--- config.mk ---
export PLATFORM = sky130hd
export DESIGN_NAME = memory_arbiter
export DESIGN_NICKNAME = d
export VERILOG_FILES = /design/src/source/cpu_cfg.svh /design/src/source/cpu_types_pkg.sv /design/src/source/memory_arbiter.sv
export SDC_FILE = /design/constraint.sdc
export NUM_CORES = 1
export LEC_CHECK = 0
export BUFFER_PORTS_ARGS = -buffer_cell sky130_fd_sc_hd__buf_4
export CORE_AREA = 2 2 152 154
export DETAILED_ROUTE_END_ITERATION = 16
export DIE_AREA = 0 0 154 156
export PLACE_DENSITY_LB_ADDON = 0.08
export REMOVE_ABC_BUFFERS = 1
export SLEW_MARGIN = 30
export SYNTH_ARGS = -nofsm -noshare
export SYNTH_HDL_FRONTEND = slang
export SYNTH_SLANG_ARGS = --single-unit
--- constraint.sdc ---
create_clock -name vclk -period 0.9
set_input_delay 0 -clock vclk [all_inputs]
set_output_delay 0 -clock vclk [all_outputs]
set_load 0.02 [all_outputs]
--- src/source/cpu_cfg.svh ---
// core and RAM configuration
// MEM_WORDS must be a power of two; higher address bits wrap around
// PC_INIT is a byte address and must be word aligned

`ifndef CPU_CFG_SVH
`define CPU_CFG_SVH

// RAM depth in 32-bit words
`define MEM_WORDS 1024

// first fetch after reset
`define PC_INIT 32'h0000_0000

`endif

--- src/source/cpu_types_pkg.sv ---
// types shared by the core, the arbiter, the RAM and the testbench
// opcode and funct encodings follow MIPS-I; HALT is the all-ones word

package cpu_types_pkg;

  typedef logic [31:0] word_t;
  typedef logic [4:0]  regbits_t;

  typedef enum logic [5:0] {
    RTYPE = 6'h00, J   = 6'h02, BEQ = 6'h04, BNE = 6'h05, ADDIU = 6'h09,
    ORI   = 6'h0d, LUI = 6'h0f, LW  = 6'h23, SW  = 6'h2b, HALT  = 6'h3f
  } opcode_t;

  typedef enum logic [5:0] {
    FN_SLL = 6'h00, FN_ADDU = 6'h21, FN_SUBU = 6'h23,
    FN_AND = 6'h24, FN_OR   = 6'h25, FN_SLT  = 6'h2a
  } funct_t;

  typedef enum logic [3:0] {
    ALU_ADD, ALU_SUB, ALU_AND, ALU_OR, ALU_SLT, ALU_SLL, ALU_LUI
  } aluop_t;

  typedef struct packed {
    opcode_t  opcode;
    regbits_t rs, rt, rd;
    logic [4:0] shamt;
    funct_t   funct;
  } r_t;

  typedef struct packed {
    opcode_t  opcode;
    regbits_t rs, rt;
    logic [15:0] imm16;
  } i_t;

  typedef struct packed {
    opcode_t     opcode;
    logic [25:0] addr26;
  } j_t;

  // one instruction word, three decodings
  typedef union packed {
    r_t r;
    i_t i;
    j_t j;
  } instr_t;

  typedef struct packed {
    aluop_t aluop;
    logic alusrc_imm;   // operand b from immediate
    logic shift_src;    // shift rt by shamt
    logic sign_ext;
    logic regdst_rd;    // dest is rd, else rt
    logic reg_wr, mem_rd, mem_wr;
    logic branch, branch_ne, jump, halt;
  } ctrl_t;

  typedef struct packed {
    ctrl_t ctrl;
    word_t pc_plus_4;
    word_t rdat1, rdat2;
    word_t imm_ext;
    logic [4:0] shamt;
    regbits_t rs, rt, rd;
    word_t jtarget;
    logic valid;
  } id_ex_t;

  typedef struct packed {
    logic reg_wr, mem_rd, mem_wr;
    word_t alu_out;
    word_t wdata;       // store data
    regbits_t rd;
    logic halt;
    logic valid;
  } ex_mem_t;

  typedef struct packed {
    logic reg_wr, mem_rd;
    word_t alu_out;
    word_t ldata;       // load data
    regbits_t rd;
    logic halt;
    logic valid;
  } mem_wb_t;

  typedef struct packed {
    logic ren, wen;
    word_t addr;        // byte address
    word_t wdata;
  } mem_req_t;

  typedef struct packed {
    word_t rdata;
    logic hit;
  } mem_rsp_t;

  typedef enum logic [1:0] {NONE = 2'd0, EXMEM = 2'd1, MEMWB = 2'd2} fwd_sel_t;

endpackage

--- src/source/memory_arbiter.sv ---
// fixed priority: ext, then dmem, then imem
// one grant per cycle, hit goes only to the winner
// lost_fetch_cnt wraps at 256

module memory_arbiter (
  input  logic                    CLK,
  input  logic                    nRST,
  input  cpu_types_pkg::mem_req_t ext_req,
  input  cpu_types_pkg::mem_req_t dmem_req,
  input  cpu_types_pkg::mem_req_t imem_req,
  output cpu_types_pkg::mem_rsp_t ext_rsp,
  output cpu_types_pkg::mem_rsp_t dmem_rsp,
  output cpu_types_pkg::mem_rsp_t imem_rsp,
  output cpu_types_pkg::mem_req_t ram_req,
  input  cpu_types_pkg::word_t    ram_rdata
);

  logic ext_want, dmem_want, imem_want;
  logic ext_gnt, dmem_gnt, imem_gnt;
  logic [7:0] lost_fetch_cnt;   // fetch cycles lost to ext or dmem

  assign ext_want  = ext_req.ren | ext_req.wen;
  assign dmem_want = dmem_req.ren | dmem_req.wen;
  assign imem_want = imem_req.ren | imem_req.wen;

  assign ext_gnt  = ext_want;
  assign dmem_gnt = dmem_want & ~ext_want;
  assign imem_gnt = imem_want & ~ext_want & ~dmem_want;

  always_comb begin
    if (ext_gnt)       ram_req = ext_req;
    else if (dmem_gnt) ram_req = dmem_req;
    else if (imem_gnt) ram_req = imem_req;
    else               ram_req = '0;       // idle, no enables
  end

  assign ext_rsp  = '{rdata: ram_rdata, hit: ext_gnt};
  assign dmem_rsp = '{rdata: ram_rdata, hit: dmem_gnt};
  assign imem_rsp = '{rdata: ram_rdata, hit: imem_gnt};

  always_ff @(posedge CLK, negedge nRST) begin
    if (!nRST) begin
      lost_fetch_cnt <= '0;
    end else if (imem_want && !imem_gnt) begin
      lost_fetch_cnt <= lost_fetch_cnt + 8'd1;
    end
  end

endmodule

Word level (Yosys, flattened, before mapping)
Cells that the tools add are included.
- flip-flop bits (word level): 0
- bits in latches: 0
- memory bits (writable): 0
- memory bits (read-only): 0
- output and inout port bits: 165
- logic and storage cells: 11
- memories kept: 0
- $add $sub $neg: 0
- $mul: 0
- divide/modulo/power cells: 0
- magnitude comparators: 0
- equality and inequality tests: 0
- shift operators: 0
- muxes and demuxes: 3
- bitwise operators: 8
- reduce and logical (&&, ||, !) cells: 0
- operator list (cell ; number):
    66-bit two-way mux ; 3
    1-bit AND ; 3
    1-bit bitwise OR ; 3
    1-bit inverter ; 2

Depth between registers and ports, before layout
- depth after elaboration: 7
- gate-level depth with buffers: 6
- depth with buffers taken out: 4

Worst setup path before layout
Ideal clock, no wire load.
- path type: input -> output
- from: input port dmem_req[65] (netlist bit)
- to: output port ram_req[45] (netlist bit)
- arrival: 926 ps
- data required time: 900 ps
- path slack: -26 ps
- cell stages on the path: 5
- cells stage by stage: nor2_1 -> buf_4 -> buf_2 -> nand3_1 -> a21oi_1
- RTL lines (what ; RTL line ; RTL):
    start, declared ; memory_arbiter.sv:9 ; input cpu_types_pkg::mem_req_t dmem_req,
    end, declared ; memory_arbiter.sv:14 ; output cpu_types_pkg::mem_req_t ram_req,

==> insert_results.sql <==
INSERT INTO impl_metrics (metric_group, metric, value, unit) VALUES
('yosys', 'synth.top_cells.by_count', '120 x a21oi_1, 105 x buf_4, 66 x nor2_1', ''),
('placed_design', 'globalplace.congestion', '0.810', ''),
('routing', 'top_layer', 'met5', ''),
('timing', 'maximum_operating_frequency', '943', 'MHz'),
('critical_path', 'cell_type_with_the_highest_occurrence_count_on_the_critical_path', 'buf_4', ''),
('timing', 'worst_pin_slew', '0.243', 'ns'),
('finish', 'nFlopsAndLatches', '0', ''),
('finish', 'finalInstanceArea', '5360', 'um2'),
('routing', 'detailroute.via_count', '3662', ''),
('timing', 'fin_crit_sh', '1.18', ''),
('finish', 'multi_input_comb_area', '2010', 'um2'),
('critical_path', 'worst_path_dominant_cell_family', 'buffers and inverters', ''),
('outcome', 'result_of_the_run', 'complete, but fails checks', ''),
('timing', 'rsz0062_at_grt', 'yes', ''),
('routing', 'drt_drc_violations_left', '0', ''),
('routing', 'avgViaCountPerCell', '4.21', ''),
('timing', 'hold_violations', '0', ''),
('critical_path', 'path_type_of_the_worst_setup_path', 'primary input to output pin', ''),
('finish', 'drive_above_1_share', '0.754', ''),
('critical_path', 'cp.buffers_inverters', '4', ''),
('global_routing', 'antenna_violations_before_repair', '0', ''),
('finish', 'fill_cells', '2485', ''),
('outcome', 'violations_in_the_final_reports', 'negative setup slack', ''),
('yosys', 'seq_area_frac_synth', '0', ''),
('routing', 'met2RoutedLength', '8.87', 'mm'),
('yosys', 'ranking_of_synthesized_cells_by_area', 'buf_4 35%, a21oi_1 26%, nand3_1 14%', ''),
('power_and_ir_drop', 'power.density', '575', 'nW/um2'),
('yosys', 'synthDominantAreaCellType', 'buf_4', ''),
('critical_path', 'worstPathRequired', '0.90', 'ns'),
('critical_path', 'timing.critical_path.fanout_max', '7', ''),
('critical_path', 'worst_path_max_delay_cell', 'or2_4', ''),
('die', 'core_area', '22400', 'um2'),
('global_routing', 'pin_count_of_the_biggest_net_entering_global_routing', '36', ''),
('placed_design', 'dpl_cell_area', '3920', 'um2'),
('routing', 'drtAntennaViolNets', '0', ''),
('timing', 'fin_setup_tns', '-6.11', 'ns'),
('timing', 'post-route-min-period', '1.06', 'ns'),
('die', 'chipWidth', '154', 'um'),
('timing', 'postLayoutSetupSlackWorst', '-0.160', 'ns'),
('yosys', 'syn_inst', '403', ''),
('timing', 'setup_viol', '65', ''),
('global_routing', 'grt_pass1_wl', '23.8', 'mm'),
('routing', 'routedLengthMet1', '8.89', 'mm'),
('clock_tree', 'cts-hold-fix-buffers', '0', ''),
('routing', 'drt-wirelength-per-cell', '24.0', 'um'),
('yosys', 'yosys.area.top_type_share', '0.347', ''),
('yosys', 'avgSynthCellArea', '5.64', 'um2'),
('routing', 'drt_first_pass_iters', '4', ''),
('die', 'boundaryPins', '397', ''),
('finish', 'num_antenna_cells', '0', ''),
('routing', 'drt_first_iter_violations', '159', ''),
('finish', 'layout-area-overhead-vs-synth', '136', '%'),
('critical_path', 'type_of_origin_of_the_critical_path', 'primary input', ''),
('yosys', 'most_frequent_cell_after_synthesis', 'a21oi_1', ''),
('die', 'core.rowCount', '55', ''),
('finish', 'final_core_utilization', '0.239', ''),
('die', 'initial_core_util', '0.102', ''),
('routing', 'drt_wl_total', '20.9', 'mm'),
('power_and_ir_drop', 'power.ir.vdd_worst', '0.195', 'mV'),
('global_routing', 'grt_pass1_vias', '3550', ''),
('global_routing', 'grt_usage', '0.133', ''),
('die', 'die_area', '24000', 'um2'),
('global_routing', 'globalRouteOverflowTotal', '0', ''),
('critical_path', 'slowest_delay', '0.33', 'ns'),
('finish', 'clkbuf_count', '0', ''),
('placed_design', 'port_buffers', '267', ''),
('routing', 'wl_met3', '2.90', 'mm'),
('yosys', 'number_of_unique_standard_cell_types_used_by_synthesis', '15', ''),
('power_and_ir_drop', 'leakage', '0.00223', 'uW'),
('placed_design', 'hpwlAfterDp', '13.5', 'mm'),
('critical_path', 'cp.arrival', '1.06', 'ns'),
('timing', 'timing.slew.headroom', '0.838', ''),
('critical_path', 'cp_cell_sequence', 'buf_6 -> or2_4 -> buf_4 -> buf_12 -> nand3_1 -> a21oi_1 -> buf_4', ''),
('min_path', 'min-delay-path-class', 'primary input to output pin', ''),
('finish', 'regArea', '0', 'um2'),
('yosys', 'synth_area', '2270', 'um2'),
('timing', 'drv_slew', '0', ''),
('job', 'drv_cap', '0', ''),
('die', 'die_y', '156', 'um'),
('yosys', 'ys.warnings.count', '0', ''),
('finish', 'design.final.nets', '819', ''),
('critical_path', 'critical_path.endpoint_type', 'output pin', '');
==> report_power, final <==
part	total [uW]	switching (uW)	leakage, uW	internal, uW
Clock	0	0	0	0
Combinational	3080	1490	0.00223	1590
Sequential	0	0	0	0
==> per-stage QoR <==
stage	hold slack, ns	setup slack [ns]	std cells	total power [uW]
2_1_floorplan	0	-1.73	269	855
3_3_place_gp	0.000326	-0.326	838	2290
3_5_place_dp	0.000326	-0.328	838	2280
4_1_cts	0.000326	-0.183	848	2510
5_1_grt	0.000167	-0.204	870	3280
6_report	0.0000852	-0.160	870	3080
==> final timing paths <==
| check | slack [ns] | end | cells after the start | from |
|---|---|---|---|---|
| setup / recovery | -0.16 | ram_req[58] | 7 | imem_req[64] |
| hold / removal | 0.00009 | ext_rsp[15] | 0 | ram_rdata[14] |
==> layout by cell type (no fill, tap or decap), drive strengths merged <==
| master | n |
|---|---|
| nor2 | 67 |
| or2 | 3 |
| a21oi | 130 |
| bufbuf | 1 |
| inv | 3 |
| clkbuf | 10 |
| nand3 | 64 |
| o21bai | 2 |
| and3 | 1 |
| buf | 304 |
==> repair_timing <==
action	CTS	global route
buffers inserted	3	8
pin swaps	6	65
cloned	7	16
gates resized for setup	37	159
endpoints found under the setup margin	66	66
==> per-layer routing <==
| metal | track usage | up-vias |
|---|---|---|
| met5 | 0.0766 | - |
| met4 | 0.00178 | 6 |
| met3 | 0.0953 | 7 |
| met2 | 0.189 | 284 |
| met1 | 0.165 | 1717 |
| li1 | - | 1648 |
==> area by class of cell <==
class	instances	share of cell area
timing repair buffer	315	0.555
multi-input combinational	267	0.375
tap	285	0.0666
inverter	3	0.00257
==> cell families (layout without fill, tap and decap cells) <==
family	count (synthesis)	after routing	share of synthesized area
buffers and inverters	137	318	0.430
and+or+nand+nor	134	135	0.261
AOI/OAI and AO/OA	132	132	0.309
Note: power is estimated with default switching activity, not from simulation.
