`config.mk`:
```
export PLATFORM = sky130hd
export DESIGN_NAME = datapath
export DESIGN_NICKNAME = d
export VERILOG_FILES = /design/src/source/cpu_types_pkg.sv /design/src/source/alu.sv /design/src/source/control_unit.sv /design/src/source/datapath.sv /design/src/source/hazard_unit.sv /design/src/source/register_file.sv
export VERILOG_INCLUDE_DIRS = /design/src /design/src/source
export SDC_FILE = /design/constraint.sdc
export NUM_CORES = 2
export LEC_CHECK = 0
export ABC_AREA = 1
export BUFFER_PORTS_ARGS = -buffer_cell sky130_fd_sc_hd__buf_2
export CAP_MARGIN = 5
export CORE_MARGIN = 4
export CORE_UTILIZATION = 60
export DETAILED_ROUTE_END_ITERATION = 10
export PLACE_DENSITY = 0.84
export SLEW_MARGIN = 25
export SYNTH_ARGS = -nofsm -noshare
export SYNTH_HDL_FRONTEND = slang
export SYNTH_HIERARCHICAL = 1
export SYNTH_SLANG_ARGS = --single-unit
```
`constraint.sdc`:
```
create_clock -name CLK -period 16.27 [get_ports CLK]
set_input_delay 0 -clock CLK [delete_from_list [all_inputs] [get_ports CLK]]
set_output_delay 0 -clock CLK [all_outputs]
set_load 0.005 [all_outputs]
```
`src/source/cpu_cfg.svh`:
```
// core and RAM configuration
// MEM_WORDS must be a power of two; higher address bits wrap around
// PC_INIT is a byte address and must be word aligned

`ifndef CPU_CFG_SVH
`define CPU_CFG_SVH

// RAM depth in 32-bit words
`define MEM_WORDS 1024

// first fetch after reset
`define PC_INIT 32'h0000_0000

`endif

```
`src/source/cpu_types_pkg.sv`:
```
// types shared by the core, the arbiter, the RAM and the testbench
// opcode and funct encodings follow MIPS-I; HALT is the all-ones word

package cpu_types_pkg;

  typedef logic [31:0] word_t;
  typedef logic [4:0]  regbits_t;

  typedef enum logic [5:0] {
    RTYPE = 6'h00, J   = 6'h02, BEQ = 6'h04, BNE = 6'h05, ADDIU = 6'h09,
    ORI   = 6'h0d, LUI = 6'h0f, LW  = 6'h23, SW  = 6'h2b, HALT  = 6'h3f
  } opcode_t;

  typedef enum logic [5:0] {
    FN_SLL = 6'h00, FN_ADDU = 6'h21, FN_SUBU = 6'h23,
    FN_AND = 6'h24, FN_OR   = 6'h25, FN_SLT  = 6'h2a
  } funct_t;

  typedef enum logic [3:0] {
    ALU_ADD, ALU_SUB, ALU_AND, ALU_OR, ALU_SLT, ALU_SLL, ALU_LUI
  } aluop_t;

  typedef struct packed {
    opcode_t  opcode;
    regbits_t rs, rt, rd;
    logic [4:0] shamt;
    funct_t   funct;
  } r_t;

  typedef struct packed {
    opcode_t  opcode;
    regbits_t rs, rt;
    logic [15:0] imm16;
  } i_t;

  typedef struct packed {
    opcode_t     opcode;
    logic [25:0] addr26;
  } j_t;

  // one instruction word, three decodings
  typedef union packed {
    r_t r;
    i_t i;
    j_t j;
  } instr_t;

  typedef struct packed {
    aluop_t aluop;
    logic alusrc_imm;   // operand b from immediate
    logic shift_src;    // shift rt by shamt
    logic sign_ext;
    logic regdst_rd;    // dest is rd, else rt
    logic reg_wr, mem_rd, mem_wr;
    logic branch, branch_ne, jump, halt;
  } ctrl_t;

  typedef struct packed {
    ctrl_t ctrl;
    word_t pc_plus_4;
    word_t rdat1, rdat2;
    word_t imm_ext;
    logic [4:0] shamt;
    regbits_t rs, rt, rd;
    word_t jtarget;
    logic valid;
  } id_ex_t;

  typedef struct packed {
    logic reg_wr, mem_rd, mem_wr;
    word_t alu_out;
    word_t wdata;       // store data
    regbits_t rd;
    logic halt;
    logic valid;
  } ex_mem_t;

  typedef struct packed {
    logic reg_wr, mem_rd;
    word_t alu_out;
    word_t ldata;       // load data
    regbits_t rd;
    logic halt;
    logic valid;
  } mem_wb_t;

  typedef struct packed {
    logic ren, wen;
    word_t addr;        // byte address
    word_t wdata;
  } mem_req_t;

  typedef struct packed {
    word_t rdata;
    logic hit;
  } mem_rsp_t;

  typedef enum logic [1:0] {NONE = 2'd0, EXMEM = 2'd1, MEMWB = 2'd2} fwd_sel_t;

endpackage

```
`src/source/alu.sv`:
```
// combinational ALU, no overflow detection
// SLT compares signed, SLL uses only b[4:0]

module alu (
  input  cpu_types_pkg::aluop_t aluop,
  input  cpu_types_pkg::word_t  a,
  input  cpu_types_pkg::word_t  b,
  output cpu_types_pkg::word_t  result,
  output logic                  zero
);

  logic slt;

  assign slt = $signed(a) < $signed(b);

  always_comb begin
    case (aluop)
      cpu_types_pkg::ALU_ADD: result = a + b;
      cpu_types_pkg::ALU_SUB: result = a - b;   // also feeds beq/bne
      cpu_types_pkg::ALU_AND: result = a & b;
      cpu_types_pkg::ALU_OR:  result = a | b;
      cpu_types_pkg::ALU_SLT: result = {31'b0, slt};
      cpu_types_pkg::ALU_SLL: result = a << b[4:0];
      cpu_types_pkg::ALU_LUI: result = {b[15:0], 16'b0};
      default:                result = '0;
    endcase
  end

  assign zero = (result == '0);

endmodule

```
`src/source/control_unit.sv`:
```
// main decoder for the supported MIPS subset
// unknown opcodes and functs decode as a no-op with no writes

module control_unit (
  input  cpu_types_pkg::instr_t instr,
  output cpu_types_pkg::ctrl_t  ctrl
);

  always_comb begin
    ctrl = '0;
    ctrl.aluop = cpu_types_pkg::ALU_ADD;
    case (instr.j.opcode)
      cpu_types_pkg::RTYPE: begin
        ctrl.regdst_rd = 1'b1;
        ctrl.reg_wr    = 1'b1;
        case (instr.r.funct)
          cpu_types_pkg::FN_ADDU: ctrl.aluop = cpu_types_pkg::ALU_ADD;
          cpu_types_pkg::FN_SUBU: ctrl.aluop = cpu_types_pkg::ALU_SUB;
          cpu_types_pkg::FN_AND:  ctrl.aluop = cpu_types_pkg::ALU_AND;
          cpu_types_pkg::FN_OR:   ctrl.aluop = cpu_types_pkg::ALU_OR;
          cpu_types_pkg::FN_SLT:  ctrl.aluop = cpu_types_pkg::ALU_SLT;
          cpu_types_pkg::FN_SLL: begin
            ctrl.aluop     = cpu_types_pkg::ALU_SLL;
            ctrl.shift_src = 1'b1;
          end
          default: ctrl.reg_wr = 1'b0;  // unsupported funct
        endcase
      end
      cpu_types_pkg::ADDIU, cpu_types_pkg::LW, cpu_types_pkg::SW: begin
        ctrl.alusrc_imm = 1'b1;
        ctrl.sign_ext   = 1'b1;
        ctrl.reg_wr     = (instr.j.opcode != cpu_types_pkg::SW);
        ctrl.mem_rd     = (instr.j.opcode == cpu_types_pkg::LW);
        ctrl.mem_wr     = (instr.j.opcode == cpu_types_pkg::SW);
      end
      cpu_types_pkg::ORI: begin
        ctrl.aluop      = cpu_types_pkg::ALU_OR;
        ctrl.alusrc_imm = 1'b1;         // zero extended
        ctrl.reg_wr     = 1'b1;
      end
      cpu_types_pkg::LUI: begin
        ctrl.aluop      = cpu_types_pkg::ALU_LUI;
        ctrl.alusrc_imm = 1'b1;
        ctrl.reg_wr     = 1'b1;
      end
      cpu_types_pkg::BEQ, cpu_types_pkg::BNE: begin
        ctrl.aluop     = cpu_types_pkg::ALU_SUB;
        ctrl.sign_ext  = 1'b1;          // branch offset
        ctrl.branch    = 1'b1;
        ctrl.branch_ne = (instr.j.opcode == cpu_types_pkg::BNE);
      end
      cpu_types_pkg::J:    ctrl.jump = 1'b1;
      cpu_types_pkg::HALT: ctrl.halt = 1'b1;
      default: ;
    endcase
  end

endmodule

```
`src/source/datapath.sv`:
```
// five-stage pipeline; branches resolve in EX, jumps in ID
// memory replies are expected in the request cycle (hit), else the stage holds
// a HALT leaving ID stops fetch for good, only nRST restarts the core
`include "cpu_cfg.svh"

module datapath (
  input  logic                    CLK,
  input  logic                    nRST,
  output cpu_types_pkg::mem_req_t imem_req,
  output cpu_types_pkg::mem_req_t dmem_req,
  input  cpu_types_pkg::mem_rsp_t imem_rsp,
  input  cpu_types_pkg::mem_rsp_t dmem_rsp,
  output logic                    halt
);

  typedef struct packed {
    cpu_types_pkg::instr_t instr;
    cpu_types_pkg::word_t  pc_plus_4;
    logic                  valid;
  } if_id_t;

  if_id_t                  if_id;
  cpu_types_pkg::id_ex_t   id_ex, id_ex_next;
  cpu_types_pkg::ex_mem_t  ex_mem;
  cpu_types_pkg::mem_wb_t  mem_wb;
  cpu_types_pkg::ctrl_t    id_ctrl;
  cpu_types_pkg::fwd_sel_t fwd_a, fwd_b;
  cpu_types_pkg::regbits_t ex_dest;
  cpu_types_pkg::word_t    pc, pc_plus_4, id_rdat1, id_rdat2, id_jtarget;
  cpu_types_pkg::word_t    op_a, op_b, alu_a, alu_b, alu_out, br_target, wb_data;
  logic alu_zero, branch_taken, id_jump, id_halt;
  logic stall_front, flush_ifid, flush_idex;
  logic ex_go, front_go, started, stopped;

  control_unit i_control_unit (.instr(if_id.instr), .ctrl(id_ctrl));

  register_file i_register_file (
    .CLK(CLK), .nRST(nRST),
    .rsel1(if_id.instr.i.rs), .rsel2(if_id.instr.i.rt),
    .wsel(mem_wb.rd), .wen(mem_wb.valid & mem_wb.reg_wr), .wdat(wb_data),
    .rdat1(id_rdat1), .rdat2(id_rdat2)
  );

  alu i_alu (.aluop(id_ex.ctrl.aluop), .a(alu_a), .b(alu_b), .result(alu_out), .zero(alu_zero));

  hazard_unit i_hazard_unit (
    .id_rs(if_id.instr.i.rs), .id_rt(if_id.instr.i.rt),
    .ex_rs(id_ex.rs), .ex_rt(id_ex.rt), .ex_load_rt(id_ex.rt),
    .mem_rd(ex_mem.rd), .wb_rd(mem_wb.rd),
    .ex_mem_rd(id_ex.valid & id_ex.ctrl.mem_rd),
    .mem_reg_wr(ex_mem.reg_wr), .wb_reg_wr(mem_wb.valid & mem_wb.reg_wr),
    .branch_taken(branch_taken), .jump(id_jump),
    .fwd_a(fwd_a), .fwd_b(fwd_b),
    .stall_front(stall_front), .flush_ifid(flush_ifid), .flush_idex(flush_idex)
  );

  // flow control
  assign ex_go    = !((ex_mem.mem_rd || ex_mem.mem_wr) && !dmem_rsp.hit); // dmem miss holds all
  assign front_go = ex_go && imem_rsp.hit && !stall_front;
  assign id_jump  = if_id.valid & id_ctrl.jump;
  assign id_halt  = if_id.valid & id_ctrl.halt;

  assign pc_plus_4  = pc + 32'd4;
  assign id_jtarget = {if_id.pc_plus_4[31:28], if_id.instr.j.addr26, 2'b00};

  // decode into the ID/EX latch
  always_comb begin
    id_ex_next.ctrl      = id_ctrl;
    id_ex_next.pc_plus_4 = if_id.pc_plus_4;
    id_ex_next.rdat1     = id_rdat1;
    id_ex_next.rdat2     = id_rdat2;
    id_ex_next.imm_ext   = {{16{id_ctrl.sign_ext & if_id.instr.i.imm16[15]}},
                            if_id.instr.i.imm16};
    id_ex_next.shamt     = if_id.instr.r.shamt;
    id_ex_next.rs        = if_id.instr.i.rs;
    id_ex_next.rt        = if_id.instr.i.rt;
    id_ex_next.rd        = if_id.instr.r.rd;
    id_ex_next.jtarget   = id_jtarget;
    id_ex_next.valid     = if_id.valid;
  end

  // EX operands
  always_comb begin
    case (fwd_a)
      cpu_types_pkg::EXMEM: op_a = ex_mem.alu_out;
      cpu_types_pkg::MEMWB: op_a = wb_data;
      default:              op_a = id_ex.rdat1;
    endcase
    case (fwd_b)
      cpu_types_pkg::EXMEM: op_b = ex_mem.alu_out;
      cpu_types_pkg::MEMWB: op_b = wb_data;
      default:              op_b = id_ex.rdat2;
    endcase
    alu_a = id_ex.ctrl.shift_src ? op_b : op_a;     // sll shifts rt
    if (id_ex.ctrl.shift_src)       alu_b = {27'b0, id_ex.shamt};
    else if (id_ex.ctrl.alusrc_imm) alu_b = id_ex.imm_ext;
    else                            alu_b = op_b;
  end

  assign branch_taken = id_ex.valid && id_ex.ctrl.branch && (alu_zero ^ id_ex.ctrl.branch_ne);
  assign br_target    = id_ex.pc_plus_4 + {id_ex.imm_ext[29:0], 2'b00};
  assign ex_dest      = id_ex.ctrl.regdst_rd ? id_ex.rd : id_ex.rt;
  assign wb_data      = mem_wb.mem_rd ? mem_wb.ldata : mem_wb.alu_out;

  // run state and halt
  always_ff @(posedge CLK, negedge nRST) begin
    if (!nRST) begin
      started <= 1'b0;
      stopped <= 1'b0;
      halt    <= 1'b0;
    end else begin
      started <= 1'b1;
      if (front_go && id_halt && !flush_idex) stopped <= 1'b1;
      if (mem_wb.valid && mem_wb.halt)        halt    <= 1'b1;
    end
  end

  // PC and IF/ID
  always_ff @(posedge CLK, negedge nRST) begin
    if (!nRST) begin
      pc    <= `PC_INIT;
      if_id <= '0;
    end else if (ex_go) begin
      if (flush_idex) begin
        pc          <= br_target;
        if_id.valid <= 1'b0;
      end else if (front_go) begin
        if (!id_halt) pc <= id_jump ? id_jtarget : pc_plus_4;
        if_id.instr     <= imem_rsp.rdata;
        if_id.pc_plus_4 <= pc_plus_4;
        if_id.valid     <= !(flush_ifid || id_halt);  // drop the slot after j/halt
      end
    end
  end

  // ID/EX, EX/MEM, MEM/WB
  always_ff @(posedge CLK, negedge nRST) begin
    if (!nRST) begin
      id_ex  <= '0;
      ex_mem <= '0;
      mem_wb <= '0;
    end else if (ex_go) begin
      id_ex <= (flush_idex || !front_go) ? '0 : id_ex_next;  // bubble on hold
      ex_mem.reg_wr  <= id_ex.valid & id_ex.ctrl.reg_wr;
      ex_mem.mem_rd  <= id_ex.valid & id_ex.ctrl.mem_rd;
      ex_mem.mem_wr  <= id_ex.valid & id_ex.ctrl.mem_wr;
      ex_mem.halt    <= id_ex.valid & id_ex.ctrl.halt;
      ex_mem.alu_out <= alu_out;
      ex_mem.wdata   <= op_b;
      ex_mem.rd      <= ex_dest;
      ex_mem.valid   <= id_ex.valid;
      mem_wb.reg_wr  <= ex_mem.reg_wr;
      mem_wb.mem_rd  <= ex_mem.mem_rd;
      mem_wb.alu_out <= ex_mem.alu_out;
      mem_wb.ldata   <= dmem_rsp.rdata;
      mem_wb.rd      <= ex_mem.rd;
      mem_wb.halt    <= ex_mem.halt;
      mem_wb.valid   <= ex_mem.valid;
    end
  end

  // memory requests
  assign imem_req.ren   = started & ~stopped;
  assign imem_req.wen   = 1'b0;
  assign imem_req.addr  = pc;
  assign imem_req.wdata = '0;

  assign dmem_req.ren   = ex_mem.valid & ex_mem.mem_rd;
  assign dmem_req.wen   = ex_mem.valid & ex_mem.mem_wr;
  assign dmem_req.addr  = ex_mem.alu_out;
  assign dmem_req.wdata = ex_mem.wdata;

endmodule

```
`src/source/hazard_unit.sv`:
```
// forwarding selects and front-end stall/flush
// the load-use check compares rt too, so some I-types stall one extra cycle

module hazard_unit (
  input  cpu_types_pkg::regbits_t  id_rs,
  input  cpu_types_pkg::regbits_t  id_rt,
  input  cpu_types_pkg::regbits_t  ex_rs,
  input  cpu_types_pkg::regbits_t  ex_rt,
  input  cpu_types_pkg::regbits_t  ex_load_rt,
  input  cpu_types_pkg::regbits_t  mem_rd,
  input  cpu_types_pkg::regbits_t  wb_rd,
  input  logic                     ex_mem_rd,     // load sitting in EX
  input  logic                     mem_reg_wr,
  input  logic                     wb_reg_wr,
  input  logic                     branch_taken,
  input  logic                     jump,
  output cpu_types_pkg::fwd_sel_t  fwd_a,
  output cpu_types_pkg::fwd_sel_t  fwd_b,
  output logic                     stall_front,
  output logic                     flush_ifid,
  output logic                     flush_idex
);

  logic mem_fwd_ok, wb_fwd_ok;

  assign mem_fwd_ok = mem_reg_wr && mem_rd != '0;
  assign wb_fwd_ok  = wb_reg_wr && wb_rd != '0;

  always_comb begin
    fwd_a = cpu_types_pkg::NONE;
    fwd_b = cpu_types_pkg::NONE;
    if (mem_fwd_ok && mem_rd == ex_rs)     fwd_a = cpu_types_pkg::EXMEM; // newest wins
    else if (wb_fwd_ok && wb_rd == ex_rs)  fwd_a = cpu_types_pkg::MEMWB;
    if (mem_fwd_ok && mem_rd == ex_rt)     fwd_b = cpu_types_pkg::EXMEM;
    else if (wb_fwd_ok && wb_rd == ex_rt)  fwd_b = cpu_types_pkg::MEMWB;
  end

  assign stall_front = ex_mem_rd && ex_load_rt != '0 &&
                       (ex_load_rt == id_rs || ex_load_rt == id_rt);

  assign flush_ifid = branch_taken | jump;
  assign flush_idex = branch_taken;   // branch resolves in EX

endmodule

```
`src/source/register_file.sv`:
```
// 32 x 32 register file, r0 reads as zero
// a read of the register written this cycle returns the new data

module register_file (
  input  logic                    CLK,
  input  logic                    nRST,
  input  cpu_types_pkg::regbits_t rsel1,
  input  cpu_types_pkg::regbits_t rsel2,
  input  cpu_types_pkg::regbits_t wsel,
  input  logic                    wen,
  input  cpu_types_pkg::word_t    wdat,
  output cpu_types_pkg::word_t    rdat1,
  output cpu_types_pkg::word_t    rdat2
);

  cpu_types_pkg::word_t regs [32];

  always_ff @(posedge CLK, negedge nRST) begin
    if (!nRST) begin
      regs <= '{default: '0};
    end else if (wen && wsel != '0) begin
      regs[wsel] <= wdat;
    end
  end

  // write-before-read bypass
  assign rdat1 = (rsel1 == '0) ? '0 : (wen && wsel == rsel1) ? wdat : regs[rsel1];
  assign rdat2 = (rsel2 == '0) ? '0 : (wen && wsel == rsel2) ? wdat : regs[rsel2];

endmodule

```
Word-level counts from Yosys, hierarchy flattened --
Cells that the tools add are included.
Cells by class: bitwise logic cells 21, mux-type cells 45, shift operators 1, equality and inequality tests 34, order comparisons 5, reduce and logical (&&, ||, !) cells 48, add/subtract/negate cells 4
Operators with widths (count):
- $bwmux W1024 | 1
- $mux W32 | 17
- $bmux W32 S5 | 2
- $pmux W32 S7 | 1
- $mux W195 | 1
- $demux W32 S5 | 1
- $pmux W32 S2 | 2
- $add A32 B32 Y32 | 2
- $eq A6 B6 Y1 const B | 8
- $eq A5 B5 Y1 | 8
- $add A32 B3 Y32 const B | 1
- $and A32 B32 Y32 | 1
- $logic_not A32 Y1 | 1
- $lt A32 B32 Y1 | 1
- $or A32 B32 Y32 | 1
- $shl A32 B5 Y32 | 1
- $sub A32 B32 Y32 | 1
- $logic_and A1 B1 Y1 | 19
- $eq A6 B4 Y1 const B | 3
- $ge A6 B6 Y1 const B | 3
- $not A5 Y6 | 3
- $pmux W3 S5 | 1
- $reduce_bool A5 Y1 | 3
- $eq A4 B3 Y1 const B | 3
- other kinds (30) | 73
Word-level totals: register bits after elaboration 1433, input port bits 68, word-level logic and storage cells 231, output and inout bits 133

Logic depth before layout (Yosys ltp) --
word-level depth 19, gate-level depth with buffers 51, gate-level depth less buffers 44

Modules after synthesis --
The synthesis kept the hierarchy.
Modules (own cells, without submodules):
- register_file | area an instance 58178.3 um^2, cells an instance 8454, instances 1, seq. area each 25624.6 um^2
- datapath | area an instance 20713.6 um^2, cells an instance 2624, instances 1, seq. area each 9609.2 um^2
- alu | area an instance 8526.9 um^2, cells an instance 1729, instances 1, seq. area each 0.0 um^2
- hazard_unit | area an instance 565.5 um^2, cells an instance 127, instances 1, seq. area each 0.0 um^2
- control_unit | area an instance 339.1 um^2, cells an instance 73, instances 1, seq. area each 0.0 um^2

Least setup slack after synthesis --
Ideal clock, no wire load.
path type register -> register, from register id_ex[40] (netlist name), to register pc[12], required time 16.151 ns, arrival 5.595 ns, library setup time 0.119 ns, clock period less this slack 5.714 ns, cell stages (with the launch flop) 48, path buffers 7, path slack 10.556 ns, cell sequence dfrtp_1 -> inv_1 -> nand2_1 -> nand2_1 -> nor2_1 -> nand3_1 -> nor2_2 -> nor2_1 -> ha_1 -> inv_1 -> clkbuf_1 -> o21ai_0 -> nand2_1 -> o211ai_1 -> o21ai_0 -> buf_2 -> inv_2 -> buf_1 -> [... 12 more ...] -> nor2_2 -> nand2_1 -> nor2_1 -> nand2_1 -> nor2_1 -> nand2_1 -> nor2_1 -> o211ai_1 -> a21oi_1 -> buf_4 -> clkbuf_2 -> inv_2 -> o21ai_1 -> o21ai_2 -> inv_2 -> buf_2 -> nand3_1 -> o21a_1
Between the ends: elaborated cells between the ends (all ways) 34, those cells by class add/sub (2); order compare (1); eq/ne (7); shift (1); mux (8); bitwise (3); reduce/logical (12)
RTL lines:
- start: declaration | RTL line datapath.sv:23 | cpu_types_pkg::id_ex_t id_ex, id_ex_next;
- start signal: assignment | RTL line datapath.sv:143 | id_ex <= (flush_idex || !front_go) ? '0 : id_ex_next;
- $eq A5 B5 Y1 (*) | RTL line hazard_unit.sv:34 | if (mem_fwd_ok && mem_rd == ex_rt) fwd_b = cpu_types_pkg::EXMEM;
- $logic_and A1 B1 Y1 (*) | RTL line hazard_unit.sv:34
- $mux W2 (*) | RTL line hazard_unit.sv:34
- net fwd_b[0] | RTL line datapath.sv:27 | cpu_types_pkg::fwd_sel_t fwd_a, fwd_b;
- $eq A2 B2 Y1 or $eq A2 B1 Y1 (tied branches) | RTL line datapath.sv:89 | case (fwd_b)
- $pmux W32 S2 (*) | RTL line datapath.sv:89
- $mux W32 (*) | RTL line datapath.sv:96 | else if (id_ex.ctrl.alusrc_imm) alu_b = id_ex.imm_ext;
- $mux W32 (*) | RTL line datapath.sv:95 | if (id_ex.ctrl.shift_src) alu_b = {27'b0, id_ex.shamt};
- net alu_b[3] | RTL line datapath.sv:30 | cpu_types_pkg::word_t op_a, op_b, alu_a, alu_b, alu_out, br_target, wb_data;
- [... 1 more ...]
- $pmux W32 S7 (*) | RTL line alu.sv:17 | case (aluop)
- $logic_not A32 Y1 (*) | RTL line alu.sv:29 | assign zero = (result == '0);
- net alu_zero | RTL line datapath.sv:31 | logic alu_zero, branch_taken, id_jump, id_halt;
- $xor A1 B1 Y1 (*) | RTL line datapath.sv:100 | assign branch_taken = id_ex.valid && id_ex.ctrl.branch && (alu_zero ^ id_ex.ctrl.branch_ne);
- $logic_and A1 B1 Y1 (*) | RTL line datapath.sv:100
- net branch_taken | RTL line datapath.sv:31
- $ne A2 B1 Y1 (no source line) or $reduce_bool A2 Y1 (tied branches)
- $reduce_and A3 Y1 (no source line)
- end signal: assignment | RTL line datapath.sv:121 | pc <= `PC_INIT;
- end signal: assignment | RTL line datapath.sv:125 | pc <= br_target;
- end signal: assignment | RTL line datapath.sv:128 | if (!id_halt) pc <= id_jump ? id_jtarget : pc_plus_4;
- end: declaration | RTL line datapath.sv:29 | cpu_types_pkg::word_t pc, pc_plus_4, id_rdat1, id_rdat2, id_jtarget;
Mark *: on every way through the listed nets, which the timed path passes. The rest lies on a longest branch. A chain may end at the register's enable or synchronous reset.

Final worst setup path --
from register id_ex[38] (netlist name), to register if_id (netlist bit id_ex_next[31])
Between the ends: elaborated cells between the ends (all ways) 32, those cells by class add/sub (2); order compare (1); eq/ne (6); shift (1); mux (7); bitwise (4); reduce/logical (11)
RTL lines:
- $eq A5 B5 Y1 (*) | RTL line hazard_unit.sv:34
- $logic_and A1 B1 Y1 (*) | RTL line hazard_unit.sv:34
- $mux W2 (*) | RTL line hazard_unit.sv:34
- net fwd_b[0] | RTL line datapath.sv:27
- $eq A2 B2 Y1 or $eq A2 B1 Y1 (tied branches) | RTL line datapath.sv:89
- $pmux W32 S2 (*) | RTL line datapath.sv:89
- $mux W32 (*) | RTL line datapath.sv:96
- $mux W32 (*) | RTL line datapath.sv:95
- net alu_b[0] | RTL line datapath.sv:30
- [... 1 more ...]
- $pmux W32 S7 (*) | RTL line alu.sv:17
- $logic_not A32 Y1 (*) | RTL line alu.sv:29
- net alu_zero | RTL line datapath.sv:31
- $xor A1 B1 Y1 (*) | RTL line datapath.sv:100
- $logic_and A1 B1 Y1 (*) | RTL line datapath.sv:100
- net branch_taken | RTL line datapath.sv:31
- $not A1 Y1 (no source line) (*)
- $reduce_and A3 Y1 (no source line) (*)
- end: declaration | RTL line datapath.sv:22 | if_id_t if_id;
Marked as above.

==> flow_metrics.py <==
metrics = {
    "finish": {
        "postLayoutCoreUtil_pct": 65.3,
        "fillCellCount": 12479,
        "seq_area_um2": 35300,
        "area_delta_synth_final_pct": 7.86,
        "design_area_um2": 95300,
        "final_nets": 12856,
        "drive_gt1_share_pct": 6.51,
        "multi_input_area_um2": 43800,
    },
    "place": {
        "portBuffers": 167,
        "dpl.hpwl_um": 229000,
        "dpl-instance-area_um2": 88700,
        "globalplace.congestion": 1.03,
    },
    "worst_setup_path": {
        "end_kind": "flop",
        "reg2reg_to": "id_ex_next[31]$_DFFE_PN0P_",
        "crit_top_cell": "nand2_1",
        "crit_type": "flop to flop",
        "startpoint": "id_ex[38]$_DFFE_PN0N_",
        "reg2reg_setup_slack_ps": 6790,
        "critPathSlowestCell": "buf_4",
        "endpoint": "id_ex_next[31]$_DFFE_PN0P_",
        "critPathMaxStageDelay_ps": 800,
        "startpoint_type": "flop",
        "cp_data_arrival_time_ps": 10210,
        "crit_required_ps": 17000,
        "reg2reg_depth": 41,
        "cp_max_fo": 87,
        "r2r-start": "id_ex[38]$_DFFE_PN0N_",
    },
    "timing": {
        "timing.setup.tns_ps": 0,
        "finalSetupViolations": 0,
        "rsz0062_at_grt": "false",
        "drv_slew": 0,
        "finalCritPeriodShare_pct": 58.3,
        "fmax_ghz": 0.106,
        "slew_headroom_pct": 14.3,
        "whs_ps": 64.1,
        "hold_viol": 0,
        "finalCriticalPeriod_ps": 9480,
        "finClkSkew_ps": 83.3,
        "worstMarginPinSlew_ps": 1290,
    },
    "drt": {
        "drt-pass1-iter-count": 9,
        "ant_nets": 0,
        "drt_iter0_drc": 15598,
        "wire_per_inst_um": 25.3,
        "viasPerCell": 6.44,
        "vias": 94670,
        "wl_um": 371000,
        "drcViolationCount": 0,
    },
    "synth": {
        "syn-cell-area_um2": 88300,
        "synth_edf_count": 0,
        "synth-async-reset-ratio_pct": 100,
        "yosysTopAreaCellShare_pct": 39.9,
        "yosys-top-cells-area": "dfrtp_1, nand2_1, o21ai_0",
        "yosys_warnings": 6,
        "ys_types": 64,
        "synth.ff_latch_count": 1408,
        "avgSynthCellArea_um2": 6.79,
        "synth_area_leader_cell": "dfrtp_1",
        "yosysSeqAreaShare_pct": 39.9,
        "synthFlopType": "dfrtp_1",
        "syn_inst": 13007,
    },
    "clock_tree": {
        "cts_buffers": 152,
        "post-cts-setup-buffers": 0,
        "clkLatencyLatePin_ps": 850,
        "htree_levels": 4,
        "clkSinkCount": 1408,
        "cts_hold_buf": 126,
        "cts.root.buffer_cell": "clkbuf_16",
        "clk_pin_slew_worst_paths_ps": 70,
        "clockBufferDepth": 3,
        "cts_tree": "done",
        "cts_resized": 0,
    },
    "pwr": {
        "leakage_nw": 45.6,
        "power_mw": 10.8,
        "vdd_ir_drop_max_mv": 0.104,
        "powerDensity_nw_per_um2": 113,
    },
    "die": {
        "start_util_pct": 60.5,
        "core-area_um2": 146000,
        "dieArea_um2": 153000,
        "floorplan.die.width_um": 392,
        "die_h_um": 392,
        "row_count": 140,
        "io_pins": 201,
    },
    "global_route": {
        "grt_pass1_wl_um": 550000,
        "track_usage_pct": 47.3,
        "grt_pass1_vias": 89315,
        "grt_overflow": 0,
        "grt_max_degree": 236,
        "antenna_found_initial": 16,
    },
    "outcome": {
        "outcome": "complete, no violations",
    },
    "job": {
        "maxCapViolations": 0,
    },
    "min_path": {
        "min_path_type": "input port to flop",
    },
}
logic make-up (layout without fill, tap and decap cells):
logic type,count (synthesis),after routing,synth area share [%]
buffers and inverters,2315,2042,10.8
AOI/OAI and AO/OA,2672,2672,16.7
other,3,45,0.0127
adders and majority gates,142,142,2.04
xor gates and xnor gates,32,32,0.317
and+or+nand+nor,6435,6435,30.2
DFF,1408,1408,39.9
metal layers:
layer / wire [um] / global-route usage, % / part of all wire (%)
met1: 134000 / 61.3 / 36
met2: 154000 / 68.5 / 41
met3: 52000 / 13.9 / 14
met4: 31300 / 32.0 / 8.4
met5: 139 / 0 / 0.037
registers in the layout, summed over array words and instances (netlist names), 6 cells and up:
signal and flops:
id_ex_next 59, if_id 6, pc 32, id_ex 137, i_register_file/regs 1024, mem_wb 73
dmem_req 64, ex_mem 10
cell type report:
cell class	instances	share of cell area, %
diodes	10	0.0263
well taps	1917	2.52
inverters	1279	5.08
repair buffers	489	3.99
multi-input cells	9316	46.0
clock inverters	54	0.846
clock buffers	220	4.52
flip-flops and latches	1408	37.0
synth_stat cells (75+ instances only):
cell type and instances:
a21oi_1 459, buf_1 75, buf_2 241, buf_4 126
clkbuf_1 578, dfrtp_1 1408, ha_1 139, inv_1 1245
nand2_1 4147, nand3_1 1456, nor2_1 610, o211ai_1 246
o21ai_0 1607, o21ai_1 133
layout by cell type (no fill, tap or decap), types with 23 or more instances in the layout:
cell,count
nand2_1,4128
inv_2,29
nand4_1,28
nor3_1,25
a22oi_1,31
buf_4,176
o21ai_1,136
dfrtp_1,1397
a22o_1,71
o21ai_0,1597
a21oi_1,458
clkinv_2,23
clkbuf_16,152
or2_2,58
conb_1,35
buf_2,166
clkbuf_8,25
nand3_1,1454
nor2_1,604
inv_1,1238
o211ai_1,246
a221o_1,32
clkbuf_1,43
o22ai_1,29
nand2_2,40
dlygate4sd3_1,125
ha_1,139
worst min path at each step:
stage | start | to | slack [ps] | depth (start not counted)
after global placement | nRST | i_register_file/regs[223]$_DFFE_PN0P_ | 60 | 1
after global routing | dmem_rsp[11] | mem_wb[17]$_DFFE_PN0N_ | 50 | 4
after detailed placement | nRST | i_register_file/regs[991]$_DFFE_PN0P_ | 60 | 1
final | imem_rsp[18] | id_ex_next[20]$_DFFE_PN0P_ | 60 | 4
after floorplan | nRST | dmem_req[0]$_DFFE_PN0N_ | -300 | 0
after CTS | imem_rsp[22] | id_ex_next[24]$_DFFE_PN0P_ | 10 | 4
stage by stage:
step	setup slack [ps]	cells
after floorplan	10560	13039
after global placement	7200	14277
after detailed placement	6990	14278
after CTS	6940	14678
after global routing	6110	14683
final	6790	14693
power breakdown:
group	total, mW	internal [mW]	switching (mW)	leakage, nW
combinational	3.21	0.820	2.39	24.0
sequential	3.95	3.68	0.272	19.1
clock	3.59	2.00	1.59	2.47
critical path, delay by kind of cell (launching register included):
family	cells	cell delay, ps
adder cells (fa/ha/maj)	3	1370
AND/OR/NAND/NOR	23	3100
AO/OA/AOI/OAI	5	730
buffers and inverters	10	3570
flip-flops	1	490
(Power assumes the default switching activity.)
